[config.mk]
export PLATFORM = sky130hd
export DESIGN_NAME = nocSwitch
export DESIGN_NICKNAME = d
export VERILOG_FILES = /design/src/design/routerPkg.sv /design/src/design/flitIntf.sv /design/src/design/inputQueue.sv /design/src/design/nocSwitch.sv /design/src/design/portArbiter.sv /design/src/design/portTimer.sv /design/src/design/switchOutput.sv
export SDC_FILE = /design/constraint.sdc
export NUM_CORES = 1
export LEC_CHECK = 0
export ABC_AREA = 0
export CELL_PAD_IN_SITES_DETAIL_PLACEMENT = 2
export CELL_PAD_IN_SITES_GLOBAL_PLACEMENT = 2
export CORE_MARGIN = 8
export CORE_UTILIZATION = 45
export DETAILED_ROUTE_END_ITERATION = 10
export DONT_BUFFER_PORTS = 1
export GPL_TIMING_DRIVEN = 0
export PLACE_DENSITY_LB_ADDON = 0.1
export SLEW_MARGIN = 20
export SYNTH_ARGS = -nofsm -noshare
export SYNTH_HDL_FRONTEND = slang
export SYNTH_SLANG_ARGS = --single-unit
export TNS_END_PERCENT = 50
[constraint.sdc]
create_clock -name clk -period 13.7 [get_ports clk]
set_clock_uncertainty 0.1 [all_clocks]
set_input_delay 0.685 -clock clk [delete_from_list [all_inputs] [get_ports clk]]
set_output_delay 0.685 -clock clk [all_outputs]
set_load 0.02 [all_outputs]
[src/design/routerPkg.sv]
package routerPkg;

  // ********************
  // Widths and sizes
  // ********************
  localparam int DATA_W    = 16;
  localparam int LEN_W     = 12; // Quantum field in header payload
  localparam int NUM_PORTS = 5;

  // ********************
  // Encodings
  // ********************
  typedef enum logic [2:0]
  {
    PORT_L,
    PORT_N,
    PORT_E,
    PORT_W,
    PORT_S
  } portT;

  typedef enum logic [2:0]
  {
    FLIT_NONE = 3'd0,
    FLIT_HEAD = 3'd1,
    FLIT_BODY = 3'd2,
    FLIT_TAIL = 3'd3
  } flitKindT;

  typedef enum logic [5:0]
  {
    ARB_IDLE = 6'b000001,
    ARB_L    = 6'b000010,
    ARB_N    = 6'b000100,
    ARB_E    = 6'b001000,
    ARB_W    = 6'b010000,
    ARB_S    = 6'b100000
  } arbStateT;

  // Grant state that owns a given port
  function automatic arbStateT portGrant(input portT port);
    return arbStateT'(6'b000010 << port);
  endfunction

  function automatic portT grantPort(input arbStateT grant);
    portT port;
    case (grant)
      ARB_N:   port = PORT_N;
      ARB_E:   port = PORT_E;
      ARB_W:   port = PORT_W;
      ARB_S:   port = PORT_S;
      default: port = PORT_L; // Idle falls here too
    endcase
    return port;
  endfunction

endpackage

[src/design/flitIntf.sv]
// Head of one input queue as seen by the switch core
interface flitIntf;

  logic [routerPkg::DATA_W-1:0] headData;
  routerPkg::flitKindT          headKind;
  logic                         notEmpty;
  logic                         pop;       // One-cycle strobe

  modport queue
  (
    output headData,
    output headKind,
    output notEmpty,
    input  pop
  );

  modport sink
  (
    input  headData,
    input  headKind,
    input  notEmpty,
    output pop
  );

  modport monitor
  (
    input  headData,
    input  headKind,
    input  notEmpty
  );

endinterface

[src/design/inputQueue.sv]
module inputQueue
#(
  parameter int DEPTH = 8
)
(
  input  logic                         clk,
  input  logic                         rst,
  input  logic                         wrValid,
  input  logic [routerPkg::DATA_W-1:0] wrData,
  input  routerPkg::flitKindT          wrKind,
  output logic                         full,
  flitIntf.queue                       head
);

  localparam int PTR_W = (DEPTH > 1) ? $clog2(DEPTH) : 1;
  localparam int CNT_W = $clog2(DEPTH + 1);

  logic [routerPkg::DATA_W-1:0] dataMem [DEPTH];
  routerPkg::flitKindT          kindMem [DEPTH];
  logic [PTR_W-1:0]             wrPtr;
  logic [PTR_W-1:0]             rdPtr;
  logic [CNT_W-1:0]             count;
  logic                         notEmpty;
  logic                         doWrite;
  logic                         doRead;

  // Wraps at DEPTH, works for any depth
  function automatic logic [PTR_W-1:0] bump(input logic [PTR_W-1:0] ptr);
    if (ptr == PTR_W'(DEPTH - 1))
      return '0;
    return ptr + 1'b1;
  endfunction

  assign notEmpty = (count != '0);
  assign full     = (count == CNT_W'(DEPTH));
  assign doWrite  = wrValid && !full; // Writes into a full queue are ignored
  assign doRead   = head.pop && notEmpty;

  // ********************
  // Storage
  // ********************
  always_ff @(posedge clk)
  begin
    if (doWrite)
    begin
      dataMem[wrPtr] <= wrData;
      kindMem[wrPtr] <= wrKind;
    end
  end

  // ********************
  // Pointers and occupancy
  // ********************
  always_ff @(posedge clk)
  begin
    if (rst)
    begin
      wrPtr <= '0;
      rdPtr <= '0;
      count <= '0;
    end
    else
    begin
      if (doWrite)
        wrPtr <= bump(wrPtr);
      if (doRead)
        rdPtr <= bump(rdPtr);
      case ({doWrite, doRead})
        2'b10:   count <= count + 1'b1;
        2'b01:   count <= count - 1'b1;
        default: count <= count; // Idle or write with pop
      endcase
    end
  end

  assign head.notEmpty = notEmpty;
  assign head.headData = dataMem[rdPtr];
  // Stale slots must not look like a header to the timer
  assign head.headKind = notEmpty ? kindMem[rdPtr] : routerPkg::FLIT_NONE;

endmodule

[src/design/nocSwitch.sv]
module nocSwitch
#(
  parameter int DEPTH = 8
)
(
  input  logic                         clk,
  input  logic                         rst,
  input  logic                         inValid [routerPkg::NUM_PORTS],
  input  logic [routerPkg::DATA_W-1:0] inData  [routerPkg::NUM_PORTS],
  input  routerPkg::flitKindT          inKind  [routerPkg::NUM_PORTS],
  output logic                         inFull  [routerPkg::NUM_PORTS],
  output logic                         outValid,
  output logic [routerPkg::DATA_W-1:0] outData,
  output routerPkg::flitKindT          outKind,
  output routerPkg::portT              outPort
);

  flitIntf             headIf [routerPkg::NUM_PORTS] ();
  routerPkg::arbStateT grant;

  // ********************
  // Input queues
  // ********************
  for (genvar i = 0; i < routerPkg::NUM_PORTS; i++)
  begin : gPort
    inputQueue
    #(
      .DEPTH (DEPTH)
    )
    uQueue
    (
      .clk     (clk),
      .rst     (rst),
      .wrValid (inValid[i]),
      .wrData  (inData[i]),
      .wrKind  (inKind[i]),
      .full    (inFull[i]),
      .head    (headIf[i])
    );
  end

  // ********************
  // Allocation and output
  // ********************
  portArbiter uArbiter
  (
    .clk   (clk),
    .rst   (rst),
    .mon   (headIf),
    .grant (grant)
  );

  switchOutput uOutput
  (
    .clk      (clk),
    .rst      (rst),
    .grant    (grant),
    .src      (headIf),
    .outValid (outValid),
    .outData  (outData),
    .outKind  (outKind),
    .outPort  (outPort)
  );

endmodule

[src/design/portArbiter.sv]
module portArbiter
(
  input  logic                clk,
  input  logic                rst,
  flitIntf.monitor            mon [routerPkg::NUM_PORTS],
  output routerPkg::arbStateT grant
);

  routerPkg::arbStateT              state;
  routerPkg::arbStateT              nextState;
  routerPkg::portT                  curPort;
  logic                             busy;
  logic [routerPkg::NUM_PORTS-1:0]  req;
  logic [routerPkg::NUM_PORTS-1:0]  timesUp;
  logic [routerPkg::NUM_PORTS-1:0]  runTimer;

  // ********************
  // Per-port quantum timers
  // ********************
  for (genvar i = 0; i < routerPkg::NUM_PORTS; i++)
  begin : gTimer
    assign req[i] = mon[i].notEmpty;

    portTimer uTimer
    (
      .clk      (clk),
      .rst      (rst),
      .headKind (mon[i].headKind),
      .length   (mon[i].headData[routerPkg::LEN_W-1:0]),
      .run      (runTimer[i]),
      .timesUp  (timesUp[i])
    );
  end

  // ********************
  // Grant FSM
  // ********************
  always_ff @(posedge clk)
  begin
    if (rst)
      state <= routerPkg::ARB_IDLE;
    else
      state <= nextState;
  end

  assign curPort = routerPkg::grantPort(state);
  // Only a legal port state counts as holding a grant
  assign busy    = (state == routerPkg::portGrant(curPort));

  always_comb
  begin
    nextState = routerPkg::ARB_IDLE;
    runTimer  = '0;
    if (!busy)
    begin
      // Fixed order from idle, lowest index wins
      for (int k = routerPkg::NUM_PORTS - 1; k >= 0; k--)
        if (req[k])
          nextState = routerPkg::portGrant(routerPkg::portT'(k));
    end
    else if (req[curPort] && !timesUp[curPort])
    begin
      nextState         = state;
      runTimer[curPort] = 1'b1;
    end
    else
    begin
      // Rotate to first requester after current port
      for (int k = routerPkg::NUM_PORTS - 1; k >= 1; k--)
        if (req[(int'(curPort) + k) % routerPkg::NUM_PORTS])
          nextState = routerPkg::portGrant(
            routerPkg::portT'((int'(curPort) + k) % routerPkg::NUM_PORTS));
    end
  end

  assign grant = state; // One-hot

endmodule

[src/design/portTimer.sv]
module portTimer
(
  input  logic                        clk,
  input  logic                        rst,
  input  routerPkg::flitKindT         headKind,
  input  logic [routerPkg::LEN_W-1:0] length,
  input  logic                        run,
  output logic                        timesUp
);

  logic [routerPkg::LEN_W-1:0] quantum; // Length of latest header at head
  logic [routerPkg::LEN_W-1:0] count;   // Cycles held so far

  always_ff @(posedge clk)
  begin
    if (rst)
    begin
      quantum <= '0;
      count   <= '0;
    end
    else
    begin
      if (headKind == routerPkg::FLIT_HEAD)
        quantum <= length;
      if (run)
        count <= count + 1'b1;
      else
        count <= '0; // Restart on every new grant
    end
  end

  // Holding ends on the cycle the count reaches the quantum
  assign timesUp = (count == quantum);

endmodule

[src/design/switchOutput.sv]
module switchOutput
(
  input  logic                         clk,
  input  logic                         rst,
  input  routerPkg::arbStateT          grant,
  flitIntf.sink                        src [routerPkg::NUM_PORTS],
  output logic                         outValid,
  output logic [routerPkg::DATA_W-1:0] outData,
  output routerPkg::flitKindT          outKind,
  output routerPkg::portT              outPort
);

  logic [routerPkg::DATA_W-1:0]    headData [routerPkg::NUM_PORTS];
  routerPkg::flitKindT             headKind [routerPkg::NUM_PORTS];
  logic [routerPkg::NUM_PORTS-1:0] popVec;
  routerPkg::portT                 selPort;

  assign selPort = routerPkg::grantPort(grant);

  // ********************
  // Source select and pop
  // ********************
  for (genvar i = 0; i < routerPkg::NUM_PORTS; i++)
  begin : gSrc
    assign headData[i] = src[i].headData;
    assign headKind[i] = src[i].headKind;
    assign popVec[i]   = (grant == routerPkg::portGrant(routerPkg::portT'(i)))
                         && src[i].notEmpty;
    assign src[i].pop  = popVec[i];
  end

  // ********************
  // Output link register
  // ********************
  always_ff @(posedge clk)
  begin
    if (rst)
      outValid <= 1'b0;
    else
      outValid <= |popVec; // At most one bit set
  end

  always_ff @(posedge clk)
  begin
    if (|popVec)
    begin
      outData <= headData[selPort];
      outKind <= headKind[selPort];
      outPort <= selPort;
    end
  end

endmodule

Word-level counts from Yosys, hierarchy flattened
Memories as Yosys holds them, arrays and structs flattened. A register that Yosys moved wholly into a read port is not among the register bits.
Index checks and enable logic that the tools add are counted.
{"block": "op_classes", "n_addsub": 29, "mul": 0, "div_mod_pow": 4, "n_lt_le_gt_ge": 7, "eq_ne": 42, "shift": 5, "n_mux": 128, "n_bitwise": 6, "n_reduce_logical": 39}
{"cell": "$mux 3", "count": 47}
{"cell": "$lt 32x5->1 const B", "count": 4}
{"cell": "$mod 32x4->32 const B", "count": 4}
{"cell": "$mux 6", "count": 11}
{"cell": "$add 12x1->12 const B", "count": 5}
{"cell": "$eq 12x12->1", "count": 5}
{"cell": "$mux 1", "count": 51}
{"cell": "$bmux 16 s3", "count": 1}
{"cell": "$pmux 4 s2", "count": 5}
{"cell": "$mux 16", "count": 2}
{"cell": "$add 3x1->3 const B", "count": 10}
{"cell": "$eq 3x3->1 const B", "count": 10}
{"cell": "$shl 2x3->6 const A", "count": 5}
{"cell": "$add 4x1->4 const B", "count": 5}
{"cell": "$eq 4x4->1 const B", "count": 5}
{"cell": "$reduce_bool 4->1", "count": 5}
{"cell": "$sub 4x1->4 const B", "count": 5}
{"cell": "$bmux 1 s3", "count": 6}
{"cell": "$logic_and 1x1->1", "count": 17}
{"cell": "$eq 3x1->1 const B", "count": 5}
{"cell": "$pmux 3 s4", "count": 1}
{"cell": "$eq 2x1->1 const B", "count": 5}
{"cell": "$eq 2x2->1 const B", "count": 5}
{"cell": "$mux 5", "count": 2}
{"cell": "21 further kinds", "count": 39}
{"block": "word_totals", "register_bits": 199, "latch_bits": 0, "ramBits": 760, "mem_bits_ro": 0, "mem_count": 10}
{"name": "gPort[0].uQueue.dataMem", "words": 8, "width": 16, "rd": 1, "rd_ports_with_merged_regs": 1, "write_ports": 1, "line_no": "inputQueue.sv:18", "source": "logic [routerPkg::DATA_W-1:0] dataMem [DEPTH];"}
{"name": "gPort[1].uQueue.dataMem", "words": 8, "width": 16, "rd": 1, "rd_ports_with_merged_regs": 1, "write_ports": 1, "line_no": "inputQueue.sv:18"}
{"name": "gPort[2].uQueue.dataMem", "words": 8, "width": 16, "rd": 1, "rd_ports_with_merged_regs": 1, "write_ports": 1, "line_no": "inputQueue.sv:18"}
{"name": "gPort[3].uQueue.dataMem", "words": 8, "width": 16, "rd": 1, "rd_ports_with_merged_regs": 1, "write_ports": 1, "line_no": "inputQueue.sv:18"}
{"name": "gPort[4].uQueue.dataMem", "words": 8, "width": 16, "rd": 1, "rd_ports_with_merged_regs": 1, "write_ports": 1, "line_no": "inputQueue.sv:18"}
{"name": "gPort[0].uQueue.kindMem", "words": 8, "width": 3, "rd": 1, "rd_ports_with_merged_regs": 1, "write_ports": 1, "line_no": "inputQueue.sv:19", "source": "routerPkg::flitKindT kindMem [DEPTH];"}
{"name": "4 more memories"}

Depth between registers and ports, before layout
{"block": "logic_depth", "word_depth": 13, "ltp_mapped": 26, "ltp_nobuf": 19}

Hierarchy
Synthesis repeated with hierarchy kept, for this count alone.
{"block": "hier_totals", "hier_cells": 2491, "area_unflattened_um2": 41342.2}
{"mod": "inputQueue", "n_inst": 5, "cells_each": 301, "area_per_inst_um2": 6466.2, "seq_area_each_um2": 4824.6}
{"mod": "portTimer (uArbiter.gTimer[0].uTimer ...)", "n_inst": 4, "cells_each": 113, "area_per_inst_um2": 1073.5, "seq_area_each_um2": 480.5}
{"mod": "portArbiter", "n_inst": 1, "cells_each": 281, "area_per_inst_um2": 2074.5, "seq_area_each_um2": 120.1}
{"mod": "switchOutput", "n_inst": 1, "cells_each": 141, "area_per_inst_um2": 1564.0, "seq_area_each_um2": 680.7}
{"mod": "portTimer (uArbiter.gTimer[4].uTimer)", "n_inst": 1, "cells_each": 112, "area_per_inst_um2": 1078.5, "seq_area_each_um2": 480.5}

Worst setup path before layout
OpenSTA, ideal clock, no wires.
{"block": "synth_timing", "path_type": "register to register", "from": "register uArbiter.state[1] (netlist: uArbiter.grant[1])", "to": "register uArbiter.state[2] (netlist: uArbiter.grant[2])", "arrival_time_ps": 5794, "required_ps": 13514, "setup_slack_ps": 7720, "path_stages_with_launch": 26, "n_path_buf": 7, "synth_period_minus_slack_ps": 5980, "path_cell_list": "dfxtp_1 buf_6 nor4_1 nand2_1 buf_2 inv_2 buf_2 buf_1 clkbuf_1 buf_1 ha_1 clkbuf_1 clkinv_1 ha_1 or3b_1 nand3_1 o221a_2 inv_2 ha_1 nor2b_1 o211a_1 or2_2 a22o_1 a311oi_1 o41ai_1 a211oi_1"}
{"block": "synth_via", "elab_chain_cells": 13}
{"element": "start, declared", "line_no": "portArbiter.sv:9", "source": "routerPkg::arbStateT state;"}
{"element": "start signal, assigned", "line_no": "portArbiter.sv:41", "source": "state <= routerPkg::ARB_IDLE;"}
{"element": "start signal, assigned", "line_no": "portArbiter.sv:43", "source": "state <= nextState;"}
{"element": "$eq 6x6->1, or another cell as far along", "line_no": "routerPkg.sv:47", "source": "case (grant)"}
{"element": "$pmux 3 s4 *", "line_no": "routerPkg.sv:47"}
{"element": "named net uArbiter.curPort[0]", "line_no": "portArbiter.sv:11", "source": "routerPkg::portT curPort;"}
{"element": "$add 3x3->4", "line_no": "portArbiter.sv:70, portArbiter.sv:72"}
{"element": "$mod 32x4->32", "line_no": "portArbiter.sv:70, portArbiter.sv:72"}
{"element": "$bmux 1 s3", "line_no": "portArbiter.sv:70", "source": "if (req[(int'(curPort) + k) % routerPkg::NUM_PORTS])"}
{"element": "$mux 1 (implied by the code) (2 in a row)", "line_no": "portArbiter.sv:70"}
{"element": "$mux 6 (4 in a row)", "line_no": "portArbiter.sv:70"}
{"element": "$mux 6", "line_no": "portArbiter.sv:61", "source": "else if (req[curPort] && !timesUp[curPort])"}
{"element": "$mux 6", "line_no": "portArbiter.sv:54", "source": "if (!busy)"}
Mark *: on every way through the listed nets, which the timed path passes. The rest lies on a longest branch. The select of a mux whose other input is x is not followed.
A chain may end at the register's enable or synchronous reset.

Final worst setup path
{"block": "layout_timing", "from": "register uArbiter.state[3] (netlist: uArbiter.grant[3])", "to": "register uArbiter.state[2] (netlist: uArbiter.grant[2])"}
The elaborated chain is that of the path after synthesis.

==> flow_summary.toml <==
[final_layout]
fin_util_pct = 53.1
fin_nets = 2935
area_delta_synth_final_pct = 17.0
drive_above_1_share_pct = 20.2

[detailed_routing]
wire_per_inst_um = 30.9
antenna_left = 0
vias = 23700
first_pass_iters = 5
drtIter0Drc = 1814
drcViolationCount = 0
routed_wl_um = 124000
viasPerCell = 5.90

[synthesis]
ys_seq_elements = 974
ys_async_sr_fraction_pct = 0
synth.most_common_cell = "edfxtp_1"
synth_seq_area_share_pct = 68.1
synthFlopType = "edfxtp_1"
yosysUniqueCellTypes = 69
synth_top_area_share_pct = 58.5
synthCells = 2472
syn_nets = 2643
avgSynthCellArea_um2 = 16.2
netlist_area_um2 = 40100
synth_common_cells = "782 x edfxtp_1, 232 x nor2_1, 193 x mux4_2"
ys_warn_count = 0
synth_edf_count = 782
synth.area.top_cells = "edfxtp_1 59%, mux4_2 11%, dfxtp_1 9.6%"
yosys.area.top_type = "edfxtp_1"

[setup_path]
crit_path_max_fanout = 16
crit_buf_inv = 11
endpoint_kind = "flop"
rrSetupSlack_ps = 5080
cp.required_ps = 14140
crit_path_cell_trace = "buf_2 -> nor4_1 -> nand2_1 -> buf_2 -> inv_2 -> buf_2 -> buf_1 -> clkbuf_1 -> buf_1 -> ha_1 -> clkbuf_1 -> clkinv_1 -> ha_1 -> or3b_1 -> nand3_1 -> o221a_2 -> inv_2 -> ha_1 -> nor4b_1 -> or2_2 -> buf_1 -> nor4b_1 -> o41ai_1 -> a211oi_1"
cp-start-kind = "flop"
timing.rr.end = "uArbiter.grant[2]"
arrival_ps = 9060
path_delay_family = "buffers and inverters"
r2r_start = "uArbiter.grant[3]"
critPathKind = "flop to flop"
cpPeakStageDelay_ps = 940
ff2ff_path_depth = 24
crit_slowest_cell = "buf_1"

[sta]
final.setup.tns_ps = 0
worst_pin_slew_ps = 1200
max_freq_mhz = 116
drv_slew = 0
setup_viol = 0
hold_viol_final = 0
fin_crit_sh_pct = 62.9
fin_crit_ps = 8620
slew_headroom_pct = 20.1
rsz0062_at_grt = "false"

[global_routing]
gr-total-overflow = 0
grt_pass1_wl_um = 183000
grt_pass1_vias = 26400
grt_max_degree = 23
grt_usage_pct = 25.0
grt_antenna_before_repair = 2

[clocking]
root_buffer = "clkbuf_16"
ctsResizeCount = 0
cts_setup_buffers = 0
numCtsBuffers = 102
cts.path.max_buffers = 3
clk_pin_slew_worst_paths_ps = 60
cts_sinks = 974
cts_tree = "built"
htreeDepth = 3
worstSkewPairLatency_ps = 710
hold_buffers = 95

[run_status]
status = "finished, final reports clean"

[die]
start_util_pct = 45.4
rows = 109
die_w_um = 315
die_area_um2 = 98900
core_um2 = 88400
ios = 130
die_h_um = 315

[power]
cellPowerDensity_nw_per_um2 = 157
switching_share_pct = 27.9
internal_power_uw = 5310
vdd_drop_max_mv = 0.109
seqPwrFrac_pct = 46.2
power_leakage_uw = 0.0154
p_switching_uw = 2050
pwr-share-clk_pct = 38.2
p_comb_share_pct = 15.7

[run]
max_cap_violations = 0

[hold_path]
hold-path-cell-count = 2
hp-class = "primary input to flop"
min_to = "gPort[4].uQueue.wrPtr[1]"
holdCritStartpoint = "inValid[0]"

[placement]
place_congestion = 0.880
port_buffers = 0
dp.final_hpwl_um = 88700
-- worst max-delay path by stage --
stage	start	to	slack [ps]	depth (start not counted)
after floorplan	uArbiter.grant[1]	uArbiter.grant[2]	7720	25
after global placement	uArbiter.grant[3]	uArbiter.grant[3]	5340	24
after detailed placement	uArbiter.grant[3]	uArbiter.grant[3]	5230	24
after CTS	uArbiter.grant[3]	uArbiter.grant[3]	5230	24
after global routing	uArbiter.grant[3]	uArbiter.grant[3]	4660	24
final	uArbiter.grant[3]	uArbiter.grant[2]	5080	24
-- metrics by stage --
step / area (um2) / power, uW / hold slack [ps] / setup slack [ps] / instances
after floorplan: 40100 / 4120 / 347 / 7720 / 2472
after global routing: 46900 / 7600 / 31.5 / 4660 / 4018
final: 46900 / 7360 / 57.8 / 5080 / 4020
after detailed placement: 42600 / 4540 / 384 / 5230 / 3730
after global placement: 41600 / 4470 / 369 / 5340 / 3637
after CTS: 46900 / 7410 / 8.56 / 5230 / 4017
-- flip-flops by register name, indices dropped and copies added (netlist names), named ones only --
name,count
gPort.uQueue.kindMem,120
gPort.uQueue.rdPtr,15
gPort.uQueue.wrPtr,15
uOutput.outPort,3
uOutput.outValid,1
gPort.uQueue.count,20
uArbiter.gTimer.uTimer.quantum,60
uOutput.outData,16
uArbiter.grant,6
gPort.uQueue.dataMem,640
uArbiter.gTimer.uTimer.count,60
uOutput.outKind,3
-- cell type report --
cell class              instances  area (um2)
plain buffers                 121         510
repair buffers                188        1690
clock buffers                 140        2910
flip-flops and latches        974       27300
well taps                    1165        1460
fillers                      7895       41400
diodes                          3        7.51
inverters                      46         173
multi-input cells            1331       12400
clock inverters                52         489
-- cells in the final DEF (no fill, tap or decap), drive strengths merged, types with 23 or more instances in the layout --
| cell | synthesis | final |
|---|---|---|
| a211oi | 46 | 46 |
| nand3 | 47 | 47 |
| a21oi | 66 | 66 |
| nor2 | 232 | 232 |
| nor3 | 47 | 47 |
| xor2 | 75 | 75 |
| nand2 | 92 | 92 |
| nor4 | 23 | 23 |
| xnor2 | 65 | 65 |
| edfxtp | 782 | 782 |
| buf | 53 | 140 |
| mux4 | 193 | 193 |
| o211ai | 31 | 31 |
| mux2i | 96 | 96 |
| mux2 | 39 | 39 |
| clkinv | 1 | 36 |
| dlygate4sd3 | 0 | 95 |
| inv | 45 | 48 |
| dfxtp | 192 | 192 |
| clkbuf | 68 | 214 |
| ha | 64 | 64 |
-- cells by family after synthesis --
family                     after synthesis  synth area share (%)
AOI/OAI and AO/OA                      232                  3.94
xor gates and xnor gates               140                  3.06
adders and majority gates               69                  2.25
buffers and inverters                  167                  1.68
DFF                                    974                  68.1
muxes                                  328                  14.3
and+or+nand+nor                        562                  6.62
-- per-layer routing --
layer  vias up  track usage (%)  share of wire [%]
met5         -                0                  0
met4         0             6.85                2.5
met3       177             3.42                4.2
met2       629             43.3                 51
met1     12700             33.0                 43
li1      10200                -                  -
-- power groups by stage --
stage	Clock, uW	Combinational (uW)	Sequential, uW
after floorplan	0	693	3430
after global placement	0	1020	3450
after detailed placement	0	1080	3460
after CTS	2870	1150	3400
after global routing	2960	1230	3410
final	2810	1150	3400
Power figures use the tool's default switching activity.
